File: config.mk
export PLATFORM = sky130hd
export DESIGN_NAME = core_top
export DESIGN_NICKNAME = d
export VERILOG_FILES = /design/src/verilog/rv_pkg.sv /design/src/verilog/inst_stream_if.sv /design/src/verilog/alu.sv /design/src/verilog/reg_file.sv /design/src/verilog/fetch_unit.sv /design/src/verilog/inst_queue.sv /design/src/verilog/exec_unit.sv /design/src/verilog/core_top.sv
export SDC_FILE = /design/constraint.sdc
export NUM_CORES = 2
export LEC_CHECK = 0
export BUFFER_PORTS_ARGS = -buffer_cell sky130_fd_sc_hd__buf_2
export CORE_MARGIN = 5
export CORE_UTILIZATION = 30
export DETAILED_ROUTE_END_ITERATION = 12
export HOLD_SLACK_MARGIN = 0.02
export SLEW_MARGIN = 20
export SYNTH_ARGS = -nofsm -noshare
export SYNTH_HDL_FRONTEND = slang
export SYNTH_SLANG_ARGS = --single-unit
File: constraint.sdc
create_clock -name clk -period 8.5 [get_ports clk]
set_clock_uncertainty 0.15 [all_clocks]
set_input_delay 2.55 -clock clk [delete_from_list [all_inputs] [get_ports clk]]
set_output_delay 2.55 -clock clk [all_outputs]
set_load 0.05 [all_outputs]
File: src/verilog/rv_pkg.sv
`default_nettype none

package rv_pkg;

    // ------------------------------------------------------------
    // widths and sizes
    // ------------------------------------------------------------
    localparam int unsigned XLEN        = 32;
    localparam int unsigned REG_AW      = 5;
    localparam int unsigned QUEUE_DEPTH = 4;
    localparam int unsigned QUEUE_AW    = $clog2(QUEUE_DEPTH);

    typedef logic [XLEN-1:0]   word_t;
    typedef logic [REG_AW-1:0] reg_idx_t;

    // first fetch address
    localparam word_t RESET_PC = '0;

    // ------------------------------------------------------------
    // opcodes and function codes
    // ------------------------------------------------------------
    localparam logic [6:0] OPC_OP     = 7'b0110011;
    localparam logic [6:0] OPC_OP_IMM = 7'b0010011;

    localparam logic [2:0] F3_ADD_SUB = 3'b000;
    localparam logic [2:0] F3_SLL     = 3'b001;
    localparam logic [2:0] F3_SLT     = 3'b010;
    localparam logic [2:0] F3_SLTU    = 3'b011;
    localparam logic [2:0] F3_XOR     = 3'b100;
    localparam logic [2:0] F3_SRL_SRA = 3'b101;
    localparam logic [2:0] F3_OR      = 3'b110;
    localparam logic [2:0] F3_AND     = 3'b111;

    typedef enum logic [3:0] {
        ALU_ADD, ALU_SUB, ALU_SLL, ALU_SLT, ALU_SLTU,
        ALU_XOR, ALU_SRL, ALU_SRA, ALU_OR, ALU_AND
    } alu_op_t;

    // ------------------------------------------------------------
    // instruction word views
    // ------------------------------------------------------------
    typedef struct packed {
        logic [6:0] funct7;
        reg_idx_t   rs2;
        reg_idx_t   rs1;
        logic [2:0] funct3;
        reg_idx_t   rd;
        logic [6:0] opcode;
    } inst_r_t;

    typedef struct packed {
        logic [11:0] imm;
        reg_idx_t    rs1;
        logic [2:0]  funct3;
        reg_idx_t    rd;
        logic [6:0]  opcode;
    } inst_i_t;

    // same 32 bits, register-register or register-immediate layout
    typedef union packed {
        inst_r_t r;
        inst_i_t i;
    } inst_u;

endpackage

`default_nettype wire

File: src/verilog/inst_stream_if.sv
`timescale 1ns/1ps
`default_nettype none

interface inst_stream_if;
    import rv_pkg::*;

    logic  valid;
    word_t inst;
    word_t pc;
    logic  ready;

    // transfer on a rising edge with valid and ready both high
    modport producer (output valid, output inst, output pc, input ready);
    modport consumer (input valid, input inst, input pc, output ready);

endinterface

`default_nettype wire

File: src/verilog/alu.sv
`timescale 1ns/1ps
`default_nettype none

module alu (
    input  wire rv_pkg::alu_op_t op_i,
    input  wire rv_pkg::word_t   a_i,
    input  wire rv_pkg::word_t   b_i,
    output rv_pkg::word_t        y_o
);
    import rv_pkg::*;

    logic [4:0] shamt;

    // only the low five bits shift
    assign shamt = b_i[4:0];

    always_comb begin
        case (op_i)
            ALU_ADD:  y_o = a_i + b_i;
            ALU_SUB:  y_o = a_i - b_i;
            ALU_SLL:  y_o = a_i << shamt;
            ALU_SLT:  y_o = {{(XLEN-1){1'b0}}, ($signed(a_i) < $signed(b_i))};
            ALU_SLTU: y_o = {{(XLEN-1){1'b0}}, (a_i < b_i)};
            ALU_XOR:  y_o = a_i ^ b_i;
            ALU_SRL:  y_o = a_i >> shamt;
            ALU_SRA:  y_o = word_t'($signed(a_i) >>> shamt);
            ALU_OR:   y_o = a_i | b_i;
            ALU_AND:  y_o = a_i & b_i;
            default:  y_o = '0;
        endcase
    end

endmodule

`default_nettype wire

File: src/verilog/reg_file.sv
`timescale 1ns/1ps
`default_nettype none

module reg_file (
    input  wire logic             clk,
    input  wire rv_pkg::reg_idx_t rs1_i,
    input  wire rv_pkg::reg_idx_t rs2_i,
    output rv_pkg::word_t         rs1_data_o,
    output rv_pkg::word_t         rs2_data_o,
    input  wire logic             we_i,
    input  wire rv_pkg::reg_idx_t rd_i,
    input  wire rv_pkg::word_t    rd_data_i
);
    import rv_pkg::*;

    word_t regs [2**REG_AW];

    // write lands at the edge, visible to the next read
    always_ff @(posedge clk) begin
        if (we_i && (rd_i != '0)) begin
            regs[rd_i] <= rd_data_i;
        end
    end

    // x0 is hardwired
    assign rs1_data_o = (rs1_i == '0) ? '0 : regs[rs1_i];
    assign rs2_data_o = (rs2_i == '0) ? '0 : regs[rs2_i];

endmodule

`default_nettype wire

File: src/verilog/fetch_unit.sv
`timescale 1ns/1ps
`default_nettype none

module fetch_unit (
    input  wire logic           clk,
    input  wire logic           rst,
    output logic                wb_cyc_o,
    output logic                wb_stb_o,
    output rv_pkg::word_t       wb_adr_o,
    input  wire rv_pkg::word_t  wb_dat_i,
    input  wire logic           wb_ack_i,
    inst_stream_if.producer     out
);
    import rv_pkg::*;

    word_t pc_q;
    logic  cyc_q;
    logic  hold_valid_q;
    word_t hold_inst_q;
    word_t hold_pc_q;
    logic  accept;

    assign accept = hold_valid_q && out.ready;

    // ------------------------------------------------------------
    // bus cycle and holding register control
    // ------------------------------------------------------------
    always_ff @(posedge clk) begin
        if (rst) begin
            pc_q         <= RESET_PC;
            cyc_q        <= 1'b0;
            hold_valid_q <= 1'b0;
        end else begin
            // one read at a time, only with an empty holding register
            if (!cyc_q && !hold_valid_q) begin
                cyc_q <= 1'b1;
            end else if (cyc_q && wb_ack_i) begin
                cyc_q        <= 1'b0;
                hold_valid_q <= 1'b1;
            end else if (accept) begin
                hold_valid_q <= 1'b0;
                pc_q         <= pc_q + XLEN'(4);
            end
        end
    end

    // word and its address, captured in the ack cycle
    always_ff @(posedge clk) begin
        if (cyc_q && wb_ack_i) begin
            hold_inst_q <= wb_dat_i;
            hold_pc_q   <= pc_q;
        end
    end

    assign wb_cyc_o  = cyc_q;
    assign wb_stb_o  = cyc_q;
    assign wb_adr_o  = pc_q;
    assign out.valid = hold_valid_q;
    assign out.inst  = hold_inst_q;
    assign out.pc    = hold_pc_q;

    // request held with a stable address until the slave acks
    a_stb_hold: assert property (@(posedge clk) disable iff (rst)
        (wb_stb_o && !wb_ack_i) |=> (wb_stb_o && $stable(wb_adr_o)));

endmodule

`default_nettype wire

File: src/verilog/inst_queue.sv
`timescale 1ns/1ps
`default_nettype none

module inst_queue (
    input  wire logic       clk,
    input  wire logic       rst,
    inst_stream_if.consumer in,
    inst_stream_if.producer out
);
    import rv_pkg::*;

    word_t               mem_inst [QUEUE_DEPTH];
    word_t               mem_pc   [QUEUE_DEPTH];
    logic [QUEUE_AW-1:0] wr_ptr_q;
    logic [QUEUE_AW-1:0] rd_ptr_q;
    logic [QUEUE_AW:0]   count_q;
    logic                push;
    logic                pop;

    assign in.ready  = (count_q != (QUEUE_AW+1)'(QUEUE_DEPTH));
    assign out.valid = (count_q != '0);
    assign push      = in.valid && in.ready;
    assign pop       = out.valid && out.ready;

    // ------------------------------------------------------------
    // pointers and occupancy
    // ------------------------------------------------------------
    always_ff @(posedge clk) begin
        if (rst) begin
            wr_ptr_q <= '0;
            rd_ptr_q <= '0;
            count_q  <= '0;
        end else begin
            if (push) begin
                wr_ptr_q <= wr_ptr_q + 1'b1;
            end
            if (pop) begin
                rd_ptr_q <= rd_ptr_q + 1'b1;
            end
            case ({push, pop})
                2'b10:   count_q <= count_q + 1'b1;
                2'b01:   count_q <= count_q - 1'b1;
                default: count_q <= count_q;
            endcase
        end
    end

    // storage with pointers that wrap at the power-of-two depth
    always_ff @(posedge clk) begin
        if (push) begin
            mem_inst[wr_ptr_q] <= in.inst;
            mem_pc[wr_ptr_q]   <= in.pc;
        end
    end

    assign out.inst = mem_inst[rd_ptr_q];
    assign out.pc   = mem_pc[rd_ptr_q];

    a_no_overflow: assert property (@(posedge clk) disable iff (rst)
        count_q <= (QUEUE_AW+1)'(QUEUE_DEPTH));

    // from empty the count can only stay or step up by one
    a_no_underflow: assert property (@(posedge clk) disable iff (rst)
        (count_q == '0) |=> (count_q <= (QUEUE_AW+1)'(1)));

endmodule

`default_nettype wire

File: src/verilog/exec_unit.sv
`timescale 1ns/1ps
`default_nettype none

module exec_unit (
    input  wire logic         clk,
    input  wire logic         rst,
    inst_stream_if.consumer   in,
    output logic              retire_valid_o,
    output rv_pkg::word_t     retire_pc_o,
    output rv_pkg::reg_idx_t  retire_rd_o,
    output rv_pkg::word_t     retire_data_o
);
    import rv_pkg::*;

    inst_u   inst_w;
    word_t   rs1_data;
    word_t   rs2_data;
    word_t   imm_ext;
    word_t   op_b;
    word_t   alu_y;
    alu_op_t alu_op;
    logic    is_op;
    logic    is_op_imm;
    logic    pop;
    logic    rf_we;

    // single-cycle execute, never stalls
    assign in.ready = 1'b1;
    assign pop      = in.valid && in.ready;

    // ------------------------------------------------------------
    // decode
    // ------------------------------------------------------------
    assign inst_w    = in.inst;
    assign is_op     = (inst_w.r.opcode == OPC_OP);
    assign is_op_imm = (inst_w.i.opcode == OPC_OP_IMM);
    assign imm_ext   = {{(XLEN-12){inst_w.i.imm[11]}}, inst_w.i.imm};
    assign op_b      = is_op ? rs2_data : imm_ext;

    always_comb begin
        case (inst_w.r.funct3)
            // no subtract-immediate, bit 5 only counts for OP
            F3_ADD_SUB: alu_op = (is_op && inst_w.r.funct7[5]) ? ALU_SUB : ALU_ADD;
            F3_SLL:     alu_op = ALU_SLL;
            F3_SLT:     alu_op = ALU_SLT;
            F3_SLTU:    alu_op = ALU_SLTU;
            F3_XOR:     alu_op = ALU_XOR;
            F3_SRL_SRA: alu_op = inst_w.r.funct7[5] ? ALU_SRA : ALU_SRL;
            F3_OR:      alu_op = ALU_OR;
            default:    alu_op = ALU_AND;
        endcase
    end

    // unsupported opcodes retire without touching the register file
    assign rf_we = pop && (is_op || is_op_imm);

    reg_file u_reg_file (
        .clk        (clk),
        .rs1_i      (inst_w.r.rs1),
        .rs2_i      (inst_w.r.rs2),
        .rs1_data_o (rs1_data),
        .rs2_data_o (rs2_data),
        .we_i       (rf_we),
        .rd_i       (inst_w.r.rd),
        .rd_data_i  (alu_y)
    );

    alu u_alu (
        .op_i (alu_op),
        .a_i  (rs1_data),
        .b_i  (op_b),
        .y_o  (alu_y)
    );

    // ------------------------------------------------------------
    // retire report, one cycle after the pop
    // ------------------------------------------------------------
    always_ff @(posedge clk) begin
        if (rst) begin
            retire_valid_o <= 1'b0;
        end else begin
            retire_valid_o <= pop;
        end
    end

    always_ff @(posedge clk) begin
        if (pop) begin
            retire_pc_o   <= in.pc;
            retire_rd_o   <= inst_w.r.rd;
            retire_data_o <= alu_y;
        end
    end

endmodule

`default_nettype wire

File: src/verilog/core_top.sv
`timescale 1ns/1ps
`default_nettype none

module core_top (
    input  wire logic             clk,
    input  wire logic             rst,
    // wishbone instruction fetch
    output logic                  wb_cyc_o,
    output logic                  wb_stb_o,
    output rv_pkg::word_t         wb_adr_o,
    input  wire rv_pkg::word_t    wb_dat_i,
    input  wire logic             wb_ack_i,
    // retire report
    output logic                  retire_valid_o,
    output rv_pkg::word_t         retire_pc_o,
    output rv_pkg::reg_idx_t      retire_rd_o,
    output rv_pkg::word_t         retire_data_o
);

    inst_stream_if fetch_q ();
    inst_stream_if q_exec ();

    fetch_unit u_fetch (
        .clk      (clk),
        .rst      (rst),
        .wb_cyc_o (wb_cyc_o),
        .wb_stb_o (wb_stb_o),
        .wb_adr_o (wb_adr_o),
        .wb_dat_i (wb_dat_i),
        .wb_ack_i (wb_ack_i),
        .out      (fetch_q.producer)
    );

    inst_queue u_queue (
        .clk (clk),
        .rst (rst),
        .in  (fetch_q.consumer),
        .out (q_exec.producer)
    );

    exec_unit u_exec (
        .clk            (clk),
        .rst            (rst),
        .in             (q_exec.consumer),
        .retire_valid_o (retire_valid_o),
        .retire_pc_o    (retire_pc_o),
        .retire_rd_o    (retire_rd_o),
        .retire_data_o  (retire_data_o)
    );

endmodule

`default_nettype wire

==> flow_metrics.py <==
metrics = {
    "yosys": {
        "synth_top_cell_by_area": "edfxtp_1",
        "synth_top_flop_cell": "edfxtp_1",
        "ys_ff_latch": 1416,
        "yosysWarnings": 0,
        "ys_top_cells_by_area": "edfxtp_1 58%, mux4_2 10%, mux2i_1 6.7%",
        "synthCells": 5138,
        "synth_top_area_share_pct": 58.3,
        "async_flop_share_pct": 0,
        "syn_area_um2": 70700,
        "ys_seq_area_share_pct": 59.5,
        "syn_area_per_cell_um2": 13.8,
        "synth_cell_type_count": 101,
        "synth-edff-count": 1374,
    },
    "worst_hold_path": {
        "min-delay-path-class": "reg -> reg",
    },
    "route": {
        "num_vias": 49000,
        "drtIter0Drc": 6187,
        "wl_um": 247000,
        "via_per_inst": 5.73,
        "wire_per_inst_um": 28.9,
        "firstDrtPassIters": 7,
        "drc": 0,
        "drtAntennaViolNets": 0,
    },
    "layout": {
        "final_net_count": 5419,
        "syn2layout_area_growth_pct": 14.2,
        "multi_input_area_um2": 26900,
        "final_cell_mix": "1,374 x edfxtp_1, 596 x nand2_1, 470 x mux2i_1",
        "seqCellArea_um2": 42100,
        "fillers": 22600,
        "drive_gt1_share_pct": 18.5,
        "final_common_cell": "edfxtp_1",
        "stdcell_area_um2": 80800,
        "instances_no_fill": 8558,
    },
    "sta": {
        "relSlewSlack_pct": 20.5,
        "rsz0062_at_grt": "no",
        "max_clock_freq_mhz": 126,
        "fin_crit_sh_pct": 93.4,
        "whs_ns": 0.317,
        "finalSetupTns_ns": 0,
        "finalSetupViolCount": 0,
        "post-route-min-period_ns": 7.94,
        "worst_slew_pin_slew_ns": 1.19,
        "hold_viol": 0,
        "slew_viol_final": 0,
    },
    "worst_setup_path": {
        "slowest_stage": "dfxtp_2",
        "cp-end-kind": "flip-flop",
        "required_ns": 8.82,
        "start_kind": "flip-flop",
        "worst_path_largest_cell_delay_ns": 0.65,
        "worstPathMaxFanout": 57,
        "path_cells": "mux4_4 -> buf_12 -> buf_12 -> mux4_2 -> a211oi_1 -> nor4_1 -> a31oi_1 -> nand2_1 -> and2_1 -> ha_1 -> nand4_1 -> nor3_1 -> a21boi_0 -> o21ai_0 -> a31oi_1 -> o31ai_1 -> nand2_1 -> mux2i_1 -> a21oi_1 -> or4_1 -> buf_4",
        "crit_family": "compound AO/OA/AOI/OAI gates",
        "critical_path_class": "reg -> reg",
        "critPathBufInv": 3,
        "worstPathArrival_ns": 8.26,
    },
    "die": {
        "dieArea_um2": 246000,
        "start_util_pct": 30.1,
        "ios": 139,
        "die_h_um": 496,
        "rows": 178,
        "die_w_um": 496,
        "core_um2": 235000,
    },
    "placement": {
        "place.gp.congestion": 0.934,
        "dp.cells": 8272,
        "post-dp-hpwl_um": 151000,
        "io_buffers": 134,
        "placed_cell_area_um2": 75700,
    },
    "global_routing": {
        "antenna_found_initial": 25,
        "grt-ovfl-total": 0,
        "grt_pass1_vias": 47800,
        "gr-usage-all-layers_pct": 19.5,
        "grt_pass1_wl_um": 350000,
        "grt_max_degree": 104,
    },
    "pwr": {
        "clkPwrFrac_pct": 19.3,
        "internal_power_mw": 19.3,
        "p_leak_nw": 27.6,
        "power_frac_comb_pct": 50.7,
        "ir_drop_mv": 0.257,
        "power.share.switching_pct": 44.1,
        "p_sw_mw": 15.3,
        "power.share.sequential_pct": 30.0,
        "cellPowerDensity_nw_per_um2": 429,
    },
    "cts": {
        "cts_resized": 0,
        "hold_buffers": 0,
        "worst_skew_pair.late_latency_ns": 0.82,
        "cts-root-buf": "clkbuf_16",
        "cts_tree": "built",
        "postCtsSetupBuffers": 0,
        "cts_made_buffers": 152,
        "clk_path_buf_depth": 3,
        "cts_sinks": 1416,
        "htreeDepth": 4,
        "cts.reportedPaths.clkPinSlew_ns": 0.06,
    },
    "status": {
        "status": "finished, final reports clean",
    },
    "flow_run": {
        "maxCapViolCount": 0,
    },
}
==> layer usage <==
layer / global-route usage (%) / vias to the layer above / routed length [um]
met3: 4.54 / 515 / 25400
met2: 30.3 / 2810 / 111000
met1: 26.8 / 25200 / 100000
met4: 7.22 / 18 / 10300
li1: - / 20400 / -
met5: 0 / - / 124
==> path summary, 6_finish.rpt <==
check / startpoint / endpoint / slack, ns / depth (start not counted)
max: flip-flop / u_exec.u_reg_file.regs[24][29] / 0.56 / 21
min: u_fetch.out.inst[22] / u_queue.mem_inst[0][22] / 0.32 / 0
max reg2reg: flip-flop / u_exec.u_reg_file.regs[24][29] / 0.56 / 21
min reg2reg: u_fetch.out.inst[22] / u_queue.mem_inst[0][22] / 0.32 / 0
==> power groups by stage <==
stage / sequential (mW) / combinational [mW] / clock (mW)
floorplan: 11.1 / 10.2 / 0
global placement: 10.5 / 17.2 / 0
detailed placement: 10.5 / 17.3 / 0
CTS: 10.4 / 17.3 / 6.78
global route: 10.4 / 18.5 / 7.08
finish: 10.4 / 17.6 / 6.67
==> metrics by stage <==
stage,utilization [%],setup WS [ns],power [mW]
final,34.4,0.558,34.6
after floorplan,-,0.761,21.3
after CTS,34.4,0.629,34.5
after global placement,32.2,0.686,27.7
after detailed placement,32.2,0.697,27.8
after global routing,34.4,0.0641,36.0
==> cells by family after synthesis <==
group	Yosys count	share of synthesized area, %
AO/OA/AOI/OAI	922	8.81
XOR/XNOR	60	0.743
adder cells (fa/ha/maj)	108	1.94
buffers and inverters	470	3.13
flip-flops	1416	59.5
multiplexers	822	17.4
other	1	0.00530
AND/OR/NAND/NOR	1339	8.49
==> flip-flops by register name (all words and copies together) (netlist names), named ones only <==
signal and cells:
u_fetch.out.pc 30, u_exec.retire_data_o 32, u_queue.mem_inst 128, u_fetch.out.valid 1, u_queue.rd_ptr_q 2, u_exec.retire_pc_o 30
u_queue.count_q 3, u_queue.wr_ptr_q 2, u_exec.retire_valid_o 1, u_fetch.wb_cyc_o 1, u_exec.u_reg_file.regs 997, u_exec.retire_rd_o 5
u_fetch.wb_adr_o 30, u_fetch.out.inst 32, u_queue.mem_pc 120
==> layout make-up <==
class / count / area share (%)
Antenna cell: 14 / 0.0434
Tap cell: 3150 / 4.88
Clock inverter: 78 / 1.17
Inverter: 105 / 0.491
Clock buffer: 194 / 5.02
Multi-Input combinational cell: 3260 / 33.3
Timing Repair Buffer: 341 / 2.97
Sequential cell: 1416 / 52.1
==> cell usage after synthesis (26+ instances only) <==
| cell type | count |
|---|---|
| a211oi_1 | 82 |
| a21oi_1 | 206 |
| a221oi_1 | 61 |
| a22oi_1 | 41 |
| a311oi_1 | 37 |
| a31oi_1 | 40 |
| and2_1 | 33 |
| and3_1 | 56 |
| buf_1 | 55 |
| buf_2 | 82 |
| buf_6 | 27 |
| clkbuf_1 | 174 |
| dfxtp_1 | 42 |
| edfxtp_1 | 1374 |
| ha_1 | 105 |
| inv_1 | 100 |
| mux2_2 | 29 |
| mux2i_1 | 471 |
| mux4_2 | 317 |
| nand2_1 | 596 |
| nand3_1 | 114 |
| nor2_1 | 291 |
| nor3_1 | 94 |
| nor4_1 | 32 |
| o211ai_1 | 50 |
| o21ai_0 | 142 |
| o22ai_1 | 81 |
| xnor2_1 | 34 |
| xor2_1 | 26 |
Power figures use the tool's default switching activity.
